### src/cpu_defs.svh
`ifndef CPU_DEFS_SVH
`define CPU_DEFS_SVH

// Data path and memory sizes
`define CPU_XLEN      32
`define CPU_MEM_DEPTH 2048
`define CPU_MEM_AW    11
`define CPU_REG_AW    5

// Instruction fields
`define CPU_OPC_MSB   31
`define CPU_OPC_LSB   27
`define CPU_RD_MSB    26
`define CPU_RD_LSB    22
`define CPU_RS0_MSB   21
`define CPU_RS0_LSB   17
`define CPU_RS1_MSB   16
`define CPU_RS1_LSB   12
`define CPU_IMM_W     22
`define CPU_FUNCT_W   3

`endif

### src/cpu_pkg.sv
`default_nettype none

`include "cpu_defs.svh"

package cpu_pkg;

   typedef logic [`CPU_XLEN-1:0]   word_t;
   typedef logic [`CPU_REG_AW-1:0] reg_addr_t;
   typedef logic [`CPU_MEM_AW-1:0] mem_addr_t;

   typedef enum logic [2:0] {
      STAGE_IDLE       = 3'd0,
      STAGE_FETCH      = 3'd1,
      STAGE_MEM_READ   = 3'd2,
      STAGE_REG_UPDATE = 3'd3,
      STAGE_MEM_WRITE  = 3'd4,
      STAGE_PC_UPDATE  = 3'd5
   } stage_t;

   typedef enum logic [`CPU_OPC_MSB-`CPU_OPC_LSB:0] {
      OP_NOP   = 5'd0,
      OP_LOADI = 5'd1,
      OP_LOAD  = 5'd2,
      OP_STORE = 5'd3,
      OP_ALU   = 5'd4
   } opcode_t;

   // SHL/SHR use in1[4:0], SLT is unsigned
   typedef enum logic [`CPU_FUNCT_W-1:0] {
      ADD, SUB, AND, OR, XOR, SHL, SHR, SLT
   } alu_fn_t;

   typedef struct packed {
      opcode_t   op;
      reg_addr_t rd;
      reg_addr_t rs0;
      reg_addr_t rs1;
      word_t     imm;
      alu_fn_t   fn;
   } decoded_t;

   typedef struct packed {
      logic      en;
      reg_addr_t addr;
      word_t     data;
   } reg_write_t;

   typedef struct packed {
      logic      en;
      mem_addr_t addr;
      word_t     data;
   } mem_write_t;

endpackage

`default_nettype wire

### src/main_memory_control.sv
`timescale 1ns/1ps
`default_nettype none

`include "cpu_defs.svh"

module main_memory_control (
   input  cpu_pkg::stage_t     stage,
   input  cpu_pkg::word_t      pc,
   input  cpu_pkg::decoded_t   decoded,
   input  cpu_pkg::word_t      rdata0,
   input  cpu_pkg::word_t      rdata1,
   input  cpu_pkg::mem_write_t load,
   output cpu_pkg::mem_addr_t  raddr,
   output cpu_pkg::mem_write_t wr
);
   import cpu_pkg::*;

   // Fetch from PC, data accesses through rs0
   assign raddr = (stage == STAGE_FETCH) ? pc[`CPU_MEM_AW-1:0] : rdata0[`CPU_MEM_AW-1:0];

   always_comb begin
      if (stage == STAGE_IDLE) begin
         // External loader owns the port while halted
         wr = load;
      end else begin
         wr.en   = (stage == STAGE_MEM_WRITE) && (decoded.op == OP_STORE);
         wr.addr = rdata0[`CPU_MEM_AW-1:0];
         wr.data = rdata1;
      end
   end

   a_wr_stage: assert final (!wr.en || stage inside {STAGE_MEM_WRITE, STAGE_IDLE})
      else $error("memory write outside MEM_WRITE or IDLE");

endmodule

`default_nettype wire

### config.mk
export PLATFORM = sky130hd
export DESIGN_NAME = main_memory_control
export DESIGN_NICKNAME = d
export VERILOG_FILES = /design/src/cpu_pkg.sv /design/src/main_memory_control.sv
export VERILOG_INCLUDE_DIRS = /design/src
export SDC_FILE = /design/constraint.sdc
export NUM_CORES = 1
export LEC_CHECK = 0
export BUFFER_PORTS_ARGS = -buffer_cell sky130_fd_sc_hd__buf_2
export CORE_AREA = 2 2 99 101
export DETAILED_ROUTE_END_ITERATION = 7
export DIE_AREA = 0 0 101 103
export GPL_TIMING_DRIVEN = 0
export PLACE_DENSITY = 0.4
export SLEW_MARGIN = 10
export SYNTH_ARGS = -nofsm -noshare
export SYNTH_HDL_FRONTEND = slang
export SYNTH_SLANG_ARGS = --single-unit
### constraint.sdc
create_clock -name vclk -period 1.85
set_clock_uncertainty 0.2 [all_clocks]
set_input_delay 0.37 -clock vclk [all_inputs]
set_output_delay 0.37 -clock vclk [all_outputs]
set_load 0.005 [all_outputs]
==> Word-level counts from Yosys, hierarchy flattened <==
Index checks and enable logic that the tools add are counted.
{ "totals": {"register_bits": 0, "inputBits": 198, "out_inout_bits": 55, "elab_cells": 7} }
{ "op_classes": {"eq_ne": 3, "n_mux": 2, "n_reduce_logical": 2} }
{ "op_table": {"columns": ["cell", "n"], "rows": [
  ["$mux 44", 1],
  ["$mux 11", 1],
  ["$eq 5x2->1 const B", 1],
  ["$eq 3x1->1 const B", 1],
  ["$eq 3x3->1 const B", 1],
  ["$logic_not 3->1", 1],
  ["$logic_and 1x1->1", 1]
]} }

==> Longest topological paths before layout <==
Gate-level depths: netlist of run 1.
{ "logic_depth": {"ltp_word": 3, "mapped_depth": 3, "mapped_depth_nobuf": 2} }

==> Least setup slack after synthesis of run 1 <==
Ideal clock, no wire load.
{ "synth_path": {"kind": "in2out", "from": "in stage[2]", "to": "out wr[0] (netlist name)", "arrival_ns": 1.229, "required_ns": 1.280, "slack_ns": 0.051, "cell_stages": 3, "n_path_buf": 1, "path_cell_list": "nor3_4 -> buf_6 -> mux2_2"} }
{ "synth_rtl": {"columns": ["item", "line_no", "rtl"], "rows": [
  ["from (decl)", "main_memory_control.sv:7", "input cpu_pkg::stage_t stage,"],
  ["to (decl)", "main_memory_control.sv:14", "output cpu_pkg::mem_write_t wr"]
]} }

==> PnR_summary.wiki, run 1 <==
{| class="wikitable"
! Metric !! Value
|-
| Largest area contributor in the synthesized netlist || mux2_2
|-
| Number of distinct standard cells referenced by the synthesized netlist || 10
|-
| Global-route congestion overflow total || 0
|-
| Area added between synthesis and finish || 197%
|-
| Antenna fix cells || 0
|-
| Final slew viol count || 0
|-
| Outcome || finished with violations
|-
| Standard cell area after detailed placement || 1670 um2
|-
| Quantity of I/O buffers inserted on ports || 161
|-
| Most prevalent standard cell on the critical path || buf_8
|-
| Worst IR drop on VDD || 0.0695 mV
|-
| Largest net degree at the start of global routing || 11
|-
| First-pass GRT wire length || 5390 um
|-
| Detailed-route vias per instance || 3.57
|-
| Post-route DRC || 0
|-
| Area occupied by multi-input gates || 810 um2
|-
| Total power || 465 uW
|-
| Standby leakage power || 1.13 nW
|-
| Vias in the first global route || 1157
|-
| I/O pins || 253
|-
| Gate count of the mapped netlist || 65
|-
| Kind of path behind the tightest hold check || in2out
|-
| Antenna violations before repair || 0
|-
| Total routing usage reported by global routing || 0.0658
|-
| Type of the worst setup path || in2out
|-
| Final instance count without filler cells || 350
|-
| Post-DRT Antenna Nets || 0
|-
| Count of standard-cell rows || 36
|-
| Core Footprint || 9460 um2
|-
| Fill cell instance count of the final layout || 1040
|-
| Average routed wire per standard cell || 12.3 um
|-
| Kind of cell with the highest combined delay on the critical path || buffers and inverters
|-
| Master of the slowest instance on the critical path || mux2_2
|-
| Yosys warns || 0
|-
| Layout Cell Area excl Fill || 2140 um2
|-
| Avg Synthesized Cell Area || 11.1 um2
|-
| Fraction of layout instances using a drive strength above 1 || 0.996
|-
| Most common cell after layout, fill and taps aside || buf_2
|-
| F_max || 490 MHz
|-
| Post-route worst hold slack || 0.829 ns
|-
| Worst-path maximum fanout || 10
|-
| Number of iterations in the first detailed-routing pass || 2
|-
| Final core utilization || 0.226
|-
| Count of clock-net buffers in the final layout || 0
|-
| Initial DRC Count || 3
|-
| Pwr per Cell Area || 218 nW/um2
|-
| Starting utilization of the core area || 0.0762
|-
| Number of hold violations in the final report || 0
|-
| Setup repair after global routing missed its margin || yes
|-
| Detailed Route WL || 4300 um
|-
| Critical Path End Type || output pin
|-
| Routability congestion estimate || 0.640
|-
| DP HPWL || 3360 um
|-
| Highest-count cells in the layout ignoring fill and taps || buf_2 (130), buf_6 (35), mux2_4 (33), mux2_2 (21), buf_8 (6)
|-
| Vias post-DR || 1250
|-
| Data required time at the worst endpoint || 1.28 ns
|-
| Fraction of synthesized cell area taken by the top area cell type || 0.797
|-
| Startpoint Class || input pin
|-
| Die X || 101 um
|-
| Cell types with the largest area share after synthesis || mux2_2 (80%), buf_6 (6.3%), mux2_1 (4.7%)
|-
| Slowest stage delay, CP || 0.33 ns
|-
| Max-capacitance violation count || 0
|-
| Number of cells in the design after placement || 340
|-
| Nets@finish || 436
|-
| Combined buffer and inverter count along the critical path || 4
|-
| Final setup viols || 55
|-
| Cell Area, Synth || 721 um2
|-
| Ordered cell list for the critical path || buf_8 -> nor3_4 -> buf_6 -> buf_8 -> mux2_2 -> buf_2
|-
| Sequential standard cell area || 0 um2
|-
| Least-Margin Pin Slew || 0.191 ns
|-
| Post-Syn Nets || 263
|-
| Die Area || 10400 um2
|-
| Relative slew slack || 0.873
|-
| Worst Slack Setup Final || -0.189 ns
|-
| Failing checks || negative setup slack
|-
| Share of the yosys chip area belonging to registers || 0
|-
| Arrival time of the worst setup path || 1.47 ns
|-
| Post-layout minimum cycle time || 2.04 ns
|-
| Total number of sequential cells || 0
|-
| Share of the clock period used by the worst path after layout || 1.10
|-
| Die Height || 103 um
|}
==> synthesized netlist by cell type <==
library cell,n
mux2_2,51
nor3_4,1
buf_4,1
mux2_1,3
or4b_2,1
nor3b_2,1
nand4b_1,1
buf_6,4
o21ai_0,1
or4_1,1
==> kinds of logic after synthesis <==
group	after synthesis	synth area share
and+or+nand+nor	5	0.0764
AOI/OAI and AO/OA	1	0.00694
muxes	54	0.844
buffers and inverters	5	0.0729
==> what timing repair did <==
| action | 4_1_cts | 5_1_grt |
|---|---|---|
| setup endpoints to repair | 54 | 55 |
| cloned | 2 | 0 |
| hold buffers | 0 | 0 |
| pin swaps | 2 | 2 |
| setup buffers | 7 | 2 |
| gates resized for setup | 72 | 18 |
==> worst paths after layout <==
path | start | endpoint | depth (start not counted)
setup / recovery | stage[0] | wr[10] | 6
hold / removal | load[1] | wr[1] | 3
==> where the power goes <==
part / internal, mW / switching, mW / leakage [nW]
sequential: 0 / 0 / 0
combinational: 0.320 / 0.145 / 1.13
clock: 0 / 0 / 0
total: 0.320 / 0.145 / 1.13
==> layout make-up <==
type,instances,area share
Timing Repair Buffer,172,0.528
Buffer,4,0.0263
Multi-Input combinational cell,60,0.379
Tap cell,114,0.0667
==> per-stage QoR <==
step	setup slack, ns	setup TNS (ns)
global route	-0.242	-9.97
floorplan	0.0513	0
detailed placement	-0.508	-21.32
finish	-0.189	-7.30
global placement	-0.469	-20.05
CTS	-0.204	-8.46
==> routing by layer <==
metal  up-vias  wire length (um)  GRT usage
met3         2               408    0.00949
met2       100              2120      0.128
met5         -                 0          0
met4         0                21    0.00416
met1       549              1750     0.0802
li1        599                 -          -
(Power assumes the default switching activity.)
==> run 2, diff against run 1 <==
Clock period 1.85 ns to 2 ns, I/O delays scaled along.
==> run 2 against run 1 <==
  * First-iteration DRC count is the same
  * Clock-buffer cell count is the same
  * Hold slack gained 0.060 ns
  * Die area is the same
  * Sequential share of layout area is the same
  * The flow still finishes with violations (negative setup slack)
  * Design area shrank 1.9%
  * Highest routed layer unchanged
  * Utilization shrank 0.42 points
  * Global-route usage is the same
  * Combinational power shrank 9.5%
==> PnR_summary.wiki, run 2 (synthesized netlist as in run 1, its figures left out) <==
{| class="wikitable"
! Metric !! Value
|-
| Outcome || finished with violations (unchanged)
|-
| Failing checks || negative setup slack (unchanged)
|-
| Detailed-route vias per instance || 3.56 (was 3.57)
|-
| Critical Path End Type || output pin (unchanged)
|-
| Global-route congestion overflow total || 0 (unchanged)
|-
| Highest-count cells in the layout ignoring fill and taps || buf_2 (132), mux2_4 (33), buf_6 (33), mux2_2 (21), buf_8 (7) (was buf_2 (130), buf_6 (35), mux2_4 (33), mux2_2 (21), buf_8 (6))
|-
| Antenna fix cells || 0 (unchanged)
|-
| I/O pins || 253 (unchanged)
|-
| Type of the worst setup path || in2out (unchanged)
|-
| Core Footprint || 9460 um2 (unchanged)
|-
| Share of the clock period used by the worst path after layout || 1.05
|-
| Relative slew slack || 0.873 (about the same)
|-
| Number of cells in the design after placement || 340 (unchanged)
|-
| Quantity of I/O buffers inserted on ports || 161 (unchanged)
|-
| Ordered cell list for the critical path || buf_8 -> nor3_4 -> buf_6 -> buf_8 -> mux2_2 -> buf_2 (unchanged)
|-
| Total number of sequential cells || 0 (unchanged)
|-
| Final instance count without filler cells || 348 (was 350)
|-
| Master of the slowest instance on the critical path || mux2_2 (unchanged)
|-
| Post-route DRC || 0 (unchanged)
|-
| Number of iterations in the first detailed-routing pass || 2 (unchanged)
|-
| Routability congestion estimate || 0.640 (unchanged)
|-
| Least-Margin Pin Slew || 0.191 ns (about the same)
|-
| Die Height || 103 um (unchanged)
|-
| Die Area || 10400 um2 (unchanged)
|-
| Count of clock-net buffers in the final layout || 0 (unchanged)
|-
| Arrival time of the worst setup path || 1.50 ns (was 1.47 ns)
|-
| Kind of path behind the tightest hold check || in2out (unchanged)
|-
| Vias post-DR || 1240 (was 1250)
|-
| Sequential standard cell area || 0 um2 (unchanged)
|-
| Total power || 421 uW (was 465 uW)
|-
| Pwr per Cell Area || 201 nW/um2 (was 218 nW/um2)
|-
| Setup repair after global routing missed its margin || yes (unchanged)
|-
| Most common cell after layout, fill and taps aside || buf_2 (unchanged)
|-
| Hold-fix buffers, CTS || 0 (unchanged)
|-
| Final setup viols || 48 (was 55)
|-
| Slowest stage delay, CP || 0.33 ns (about the same)
|-
| Startpoint Class || input pin (unchanged)
|-
| Detailed Route WL || 4270 um (was 4300 um)
|-
| Total routing usage reported by global routing || 0.0658 (unchanged)
|-
| Post-layout minimum cycle time || 2.10 ns
|-
| Kind of cell with the highest combined delay on the critical path || buffers and inverters (unchanged)
|-
| Vias in the first global route || 1157 (unchanged)
|-
| Most prevalent standard cell on the critical path || buf_8 (unchanged)
|-
| Combined buffer and inverter count along the critical path || 4 (unchanged)
|-
| Area added between synthesis and finish || 191% (was 197%)
|-
| Die X || 101 um (unchanged)
|-
| Largest net degree at the start of global routing || 11 (unchanged)
|-
| Post-route worst hold slack || 0.889 ns (was 0.829 ns)
|-
| Worst Setup Slack post-DPL || -0.418 ns (was -0.508 ns)
|-
| Max-capacitance violation count || 0 (unchanged)
|-
| Final slew viol count || 0 (unchanged)
|-
| Nets@finish || 434 (was 436)
|-
| Antenna violations before repair || 0 (unchanged)
|-
| Standby leakage power || 1.11 nW (was 1.13 nW)
|-
| Average routed wire per standard cell || 12.3 um (about the same)
|-
| Data required time at the worst endpoint || 1.40 ns (was 1.28 ns)
|-
| Post-DRT Antenna Nets || 0 (unchanged)
|-
| Worst Slack Setup Final || -0.101 ns (was -0.189 ns)
|-
| Starting utilization of the core area || 0.0762 (unchanged)
|-
| F_max || 476 MHz
|-
| Fraction of layout instances using a drive strength above 1 || 0.991 (was 0.996)
|-
| Final core utilization || 0.222 (was 0.226)
|-
| Number of hold violations in the final report || 0 (unchanged)
|-
| Worst-path maximum fanout || 10 (unchanged)
|-
| Count of standard-cell rows || 36 (unchanged)
|-
| DP HPWL || 3360 um (unchanged)
|-
| Initial DRC Count || 3 (unchanged)
|-
| First-pass GRT wire length || 5390 um (unchanged)
|-
| Worst IR drop on VDD || 0.0643 mV (was 0.0695 mV)
|}
run 2: cell count changes in the layout (fill, tap and decap cells not counted), sizes merged:
cell / change
buf: -2
run 2: per-layer routing:
layer / GRT usage / part of all wire / wire, um / vias up
met5: 0 / 0 / 0 / -
met1: 0.0802 / 0.40 / 1730 / 544
li1: - / - / - / 594
met2: 0.128 / 0.49 / 2110 / 100
met3: 0.00949 / 0.096 / 412 / 2
met4: 0.00416 / 0.0049 / 21 / 0
run 2: repair_timing:
item,4_1_cts,5_1_grt
resized for setup,72,13
pin swaps,2,0
cloned,2,0
endpoints found under the setup margin,54,52
endpoints found under the hold margin,0,0
setup buffers,7,0
run 2: metrics by stage:
stage	area, um2	TNS [ns]
3_5_place_dp	1670	-16.46
4_1_cts	2040	-3.66
6_report	2100	-2.70
3_3_place_gp	1670	-15.19
5_1_grt	2100	-5.20
2_1_floorplan	721	0
run 2: area by class of cell:
class / count / area [um2]
multi-input combinational: 60 / 802
tap: 114 / 143
buffer: 4 / 56.3
timing repair buffer: 170 / 1100
fill: 1043 / 7360
run 2: path summary, 6_finish.rpt:
path  startpoint      to  slack (ns)  cells after the start
max     stage[0]  wr[10]       -0.10                      6
min      load[1]   wr[1]        0.89                      3
run 2: power by group:
part	internal [mW]	switching (mW)
registers	0	0
logic	0.289	0.133
clock network	0	0
==> run 3, diff against run 2 <==
Settings changed: ABC_AREA set to 1, CORE_AREA 2 2 99 101 to 2 2 98 100, DIE_AREA 0 0 101 103 to 0 0 100 102, PLACE_DENSITY 0.4 to 0.42.
==> run 3 against run 2 <==
  * The run now ends clean
  * Utilization down 2.3 points
  * Hold slack lost 0.032 ns
  * Area after synthesis is 15% higher
  * Wire length up 23%
  * Critical path type unchanged
  * First-iteration DRC count rose to 18 times the previous value
  * Critical path depth rose by 1
  * Flip-flop and latch count did not move
  * Clock-buffer cell count did not move
  * Total power is 16% lower
  * Non-clock buffer count rose by 3
  * Design area shrank 14%
==> PnR_summary.wiki, run 3 <==
{| class="wikitable"
! Metric !! Value
|-
| Outcome || completed (was finished with violations)
|-
| Capturing instance or port of the critical path || raddr[4] (was wr[10])
|-
| Standby leakage power || 1.24 nW (was 1.11 nW)
|-
| Slowest stage delay, CP || 0.22 ns (was 0.33 ns)
|-
| Final slew viol count || 0 (unchanged)
|-
| Metal1 wirelength || 2410 um (was 1730 um)
|-
| Number of iterations in the first detailed-routing pass || 4 (was 2)
|-
| Critical Path End Type || output pin (unchanged)
|-
| First-pass GRT wire length || 7570 um (was 5390 um)
|-
| Vias in the first global route || 1523 (was 1157)
|-
| Standard cell area after detailed placement || 1770 um2 (was 1670 um2)
|-
| Avg Synthesized Cell Area || 4.26 um2 (was 11.1 um2)
|-
| F_max || 523 MHz (was 476 MHz)
|-
| Post-Syn Nets || 392 (was 263)
|-
| Worst-path maximum fanout || 10 (unchanged)
|-
| Vias post-DR || 1746 (was 1240)
|-
| Final instance count without filler cells || 468 (was 348)
|-
| Count of standard-cell rows || 35 (was 36)
|-
| Detailed Route WL || 5250 um (was 4270 um)
|-
| Layout Cell Area excl Fill || 1810 um2 (was 2100 um2)
|-
| I/O pins || 253 (unchanged)
|-
| Global-route congestion overflow total || 0 (unchanged)
|-
| Main combinational cell family by area after synthesis || simple AND/OR/NAND/NOR gates (was multiplexers)
|-
| Launch point of the worst path || stage[2] (was stage[0])
|-
| Total routing usage reported by global routing || 0.0912 (was 0.0658)
|-
| Die X || 100 um (was 101 um)
|-
| Quantity of I/O buffers inserted on ports || 161 (unchanged)
|-
| Worst Slack Setup Final || 0.0889 ns (was -0.101 ns)
|-
| Share of the synthesized netlist area taken by xor and xnor gates || 0 (unchanged)
|-
| Arrival time of the worst setup path || 1.31 ns (was 1.50 ns)
|-
| Met3 routed wirelength || 434 um (was 412 um)
|-
| Area added between synthesis and finish || 119% (was 191%)
|-
| Simple-gate share of the synthesized area || 0.777 (was 0.0764)
|-
| Post-DRT Antenna Nets || 0 (unchanged)
|-
| Yosys warns || 0 (unchanged)
|-
| Number of distinct standard cells referenced by the synthesized netlist || 12 (was 10)
|-
| Largest net degree at the start of global routing || 11 (unchanged)
|-
| Area occupied by multi-input gates || 704 um2 (was 802 um2)
|-
| Most prevalent standard cell on the critical path || buf_2 (was buf_8)
|-
| Nets@finish || 557 (was 434)
|-
| Total number of sequential cells || 0 (unchanged)
|-
| Startpoint Class || input pin (unchanged)
|-
| Least-Margin Pin Slew || 0.214 ns (was 0.191 ns)
|-
| Largest area contributor in the synthesized netlist || nand2_1 (was mux2_2)
|-
| DP HPWL || 4580 um (was 3360 um)
|-
| Gate count of the mapped netlist || 194 (was 65)
|-
| Count leader, synth || nand2_1 (was mux2_2)
|-
| Pwr per Cell Area || 194 nW/um2 (was 201 nW/um2)
|-
| Share of the clock period used by the worst path after layout || 0.956 (was 1.05)
|-
| Fraction of synthesized cell area taken by the top area cell type || 0.468 (was 0.797)
|-
| Initial DRC Count || 53 (was 3)
|-
| Fraction of layout instances using a drive strength above 1 || 0.507 (was 0.991)
|-
| Hold-fix buffers, CTS || 0 (unchanged)
|-
| Antenna fix cells || 0 (unchanged)
|-
| Worst IR drop on VDD || 0.0460 mV (was 0.0643 mV)
|-
| Die Height || 102 um (was 103 um)
|-
| Master of the slowest instance on the critical path || buf_2 (was mux2_2)
|-
| Share of the yosys chip area belonging to registers || 0 (unchanged)
|-
| Average routed wire per standard cell || 11.2 um (was 12.3 um)
|-
| Post-layout minimum cycle time || 1.91 ns (was 2.10 ns)
|-
| Setup_tns || 0 ns (was -2.70 ns)
|-
| Detailed-route vias per instance || 3.73 (was 3.56)
|-
| Multiplexer fraction of the synthesized cell area || 0 (was 0.844)
|-
| Die Area || 10200 um2 (was 10400 um2)
|-
| Worst Setup Slack post-DPL || -0.139 ns (was -0.418 ns)
|-
| Fill cell instance count of the final layout || 1101 (was 1043)
|-
| Top routing layer used || met3 (was met4)
|-
| Routability congestion estimate || 0.692 (was 0.640)
|-
| Setup repair after global routing missed its margin || yes (unchanged)
|-
| Kind of path behind the tightest hold check || in2out (unchanged)
|-
| Final setup viols || 0 (was 48)
|-
| Antenna violations before repair || 0 (unchanged)
|-
| Core Footprint || 9110 um2 (was 9460 um2)
|-
| Highest-count cells in the layout ignoring fill and taps || buf_2 (167), nand2_1 (103), nand3_1 (44), inv_1 (16), o21ai_0 (8) (was buf_2 (132), mux2_4 (33), buf_6 (33), mux2_2 (21), buf_8 (7))
|-
| Number of cells in the design after placement || 466 (was 340)
|-
| Ordered cell list for the critical path || buf_2 -> inv_4 -> nand3_4 -> buf_2 -> nand2_1 -> o21ai_0 -> buf_2 (was buf_8 -> nor3_4 -> buf_6 -> buf_8 -> mux2_2 -> buf_2)
|-
| Number of hold violations in the final report || 0 (unchanged)
|-
| Adder-cell share of the synthesized area || 0 (unchanged)
|-
| Sequential standard cell area || 0 um2 (unchanged)
|-
| Synthesized-area fraction occupied by ao, oa, aoi and oai cells || 0.0667 (was 0.00694)
|-
| Max-capacitance violation count || 0 (unchanged)
|-
| Data required time at the worst endpoint || 1.40 ns (about the same)
|-
| Most common cell after layout, fill and taps aside || buf_2 (unchanged)
|-
| Starting utilization of the core area || 0.0907 (was 0.0762)
|-
| Most common library cells after synthesis || nand2_1 (103), nand3_1 (44), inv_1 (16) (was mux2_2 (51), buf_6 (4), mux2_1 (3))
|-
| Post-route DRC || 0 (unchanged)
|-
| Length of routed met2 wiring || 2410 um (was 2110 um)
|-
| Relative slew slack || 0.857 (was 0.873)
|-
| Cell Area, Synth || 826 um2 (was 721 um2)
|-
| Count of clock-net buffers in the final layout || 0 (unchanged)
|-
| Type of the worst setup path || in2out (unchanged)
|-
| Cell types with the largest area share after synthesis || nand2_1 (47%), nand3_1 (27%), inv_1 (7.3%) (was mux2_2 (80%), buf_6 (6.3%), mux2_1 (4.7%))
|}
[run 3: changes by cell type after synthesis, moves of 3 or more]
cell     previous run  this run
inv_1               0        16
nand2_1             0       103
buf_1               0         4
buf_2               0         9
mux2_1              3         0
nand3_1             0        44
buf_6               4         0
o21ai_0             1        11
mux2_2             51         0
[run 3: logic make-up (layout without fill, tap and decap cells)]
group	Yosys count	after routing
compound gates	11	11
simple gates	152	152
buf+inv	31	194
[run 3: power by group]
part | leakage, nW | internal (mW) | switching [mW]
Clock | 0 | 0 | 0
Combinational | 1.24 | 0.180 | 0.173
Sequential | 0 | 0 | 0
Total | 1.24 | 0.180 | 0.173
[run 3: metal layers]
metal	vias to the layer above	GRT usage
li1	935	-
met3	0	0.00752
met2	96	0.156
met5	-	0
met4	0	0
met1	715	0.133
[run 3: repair_timing]
item                                    in CTS  in global routing
setup buffers                                2                  0
endpoints found under the setup margin      51                 47
pin swaps                                    1                  0
resized for setup                            2                 12
[run 3: final cells by class]
class                      count  area share
multi-input combinational    163       0.389
timing repair buffer         163       0.453
inverter                      17      0.0366
tap                          111      0.0767
buffer                        14      0.0442
[run 3: critical path: cells and delay by family]
family / cells / cell delay (ns)
compound gates: 1 / 0.08
simple gates: 2 / 0.23
buf+inv: 4 / 0.60
[run 3: how the worst min path moves through the flow]
stage / startpoint / endpoint / slack [ns] / depth (start not counted)
floorplan: rdata1[0] / wr[0] / 0.69 / 2
global placement: rdata1[29] / wr[29] / 0.86 / 4
detailed placement: rdata1[20] / wr[20] / 0.86 / 4
CTS: rdata1[8] / wr[8] / 0.86 / 4
global route: rdata1[19] / wr[19] / 0.87 / 4
finish: rdata1[3] / wr[3] / 0.86 / 4
[run 3: metrics by stage]
stage / total power, mW / hold WS, ns / util
global placement: 0.347 / 0.855 / 0.194
CTS: 0.355 / 0.857 / 0.197
finish: 0.352 / 0.857 / 0.199
detailed placement: 0.348 / 0.856 / 0.194
global route: 0.400 / 0.871 / 0.199
floorplan: 0.132 / 0.691 / -
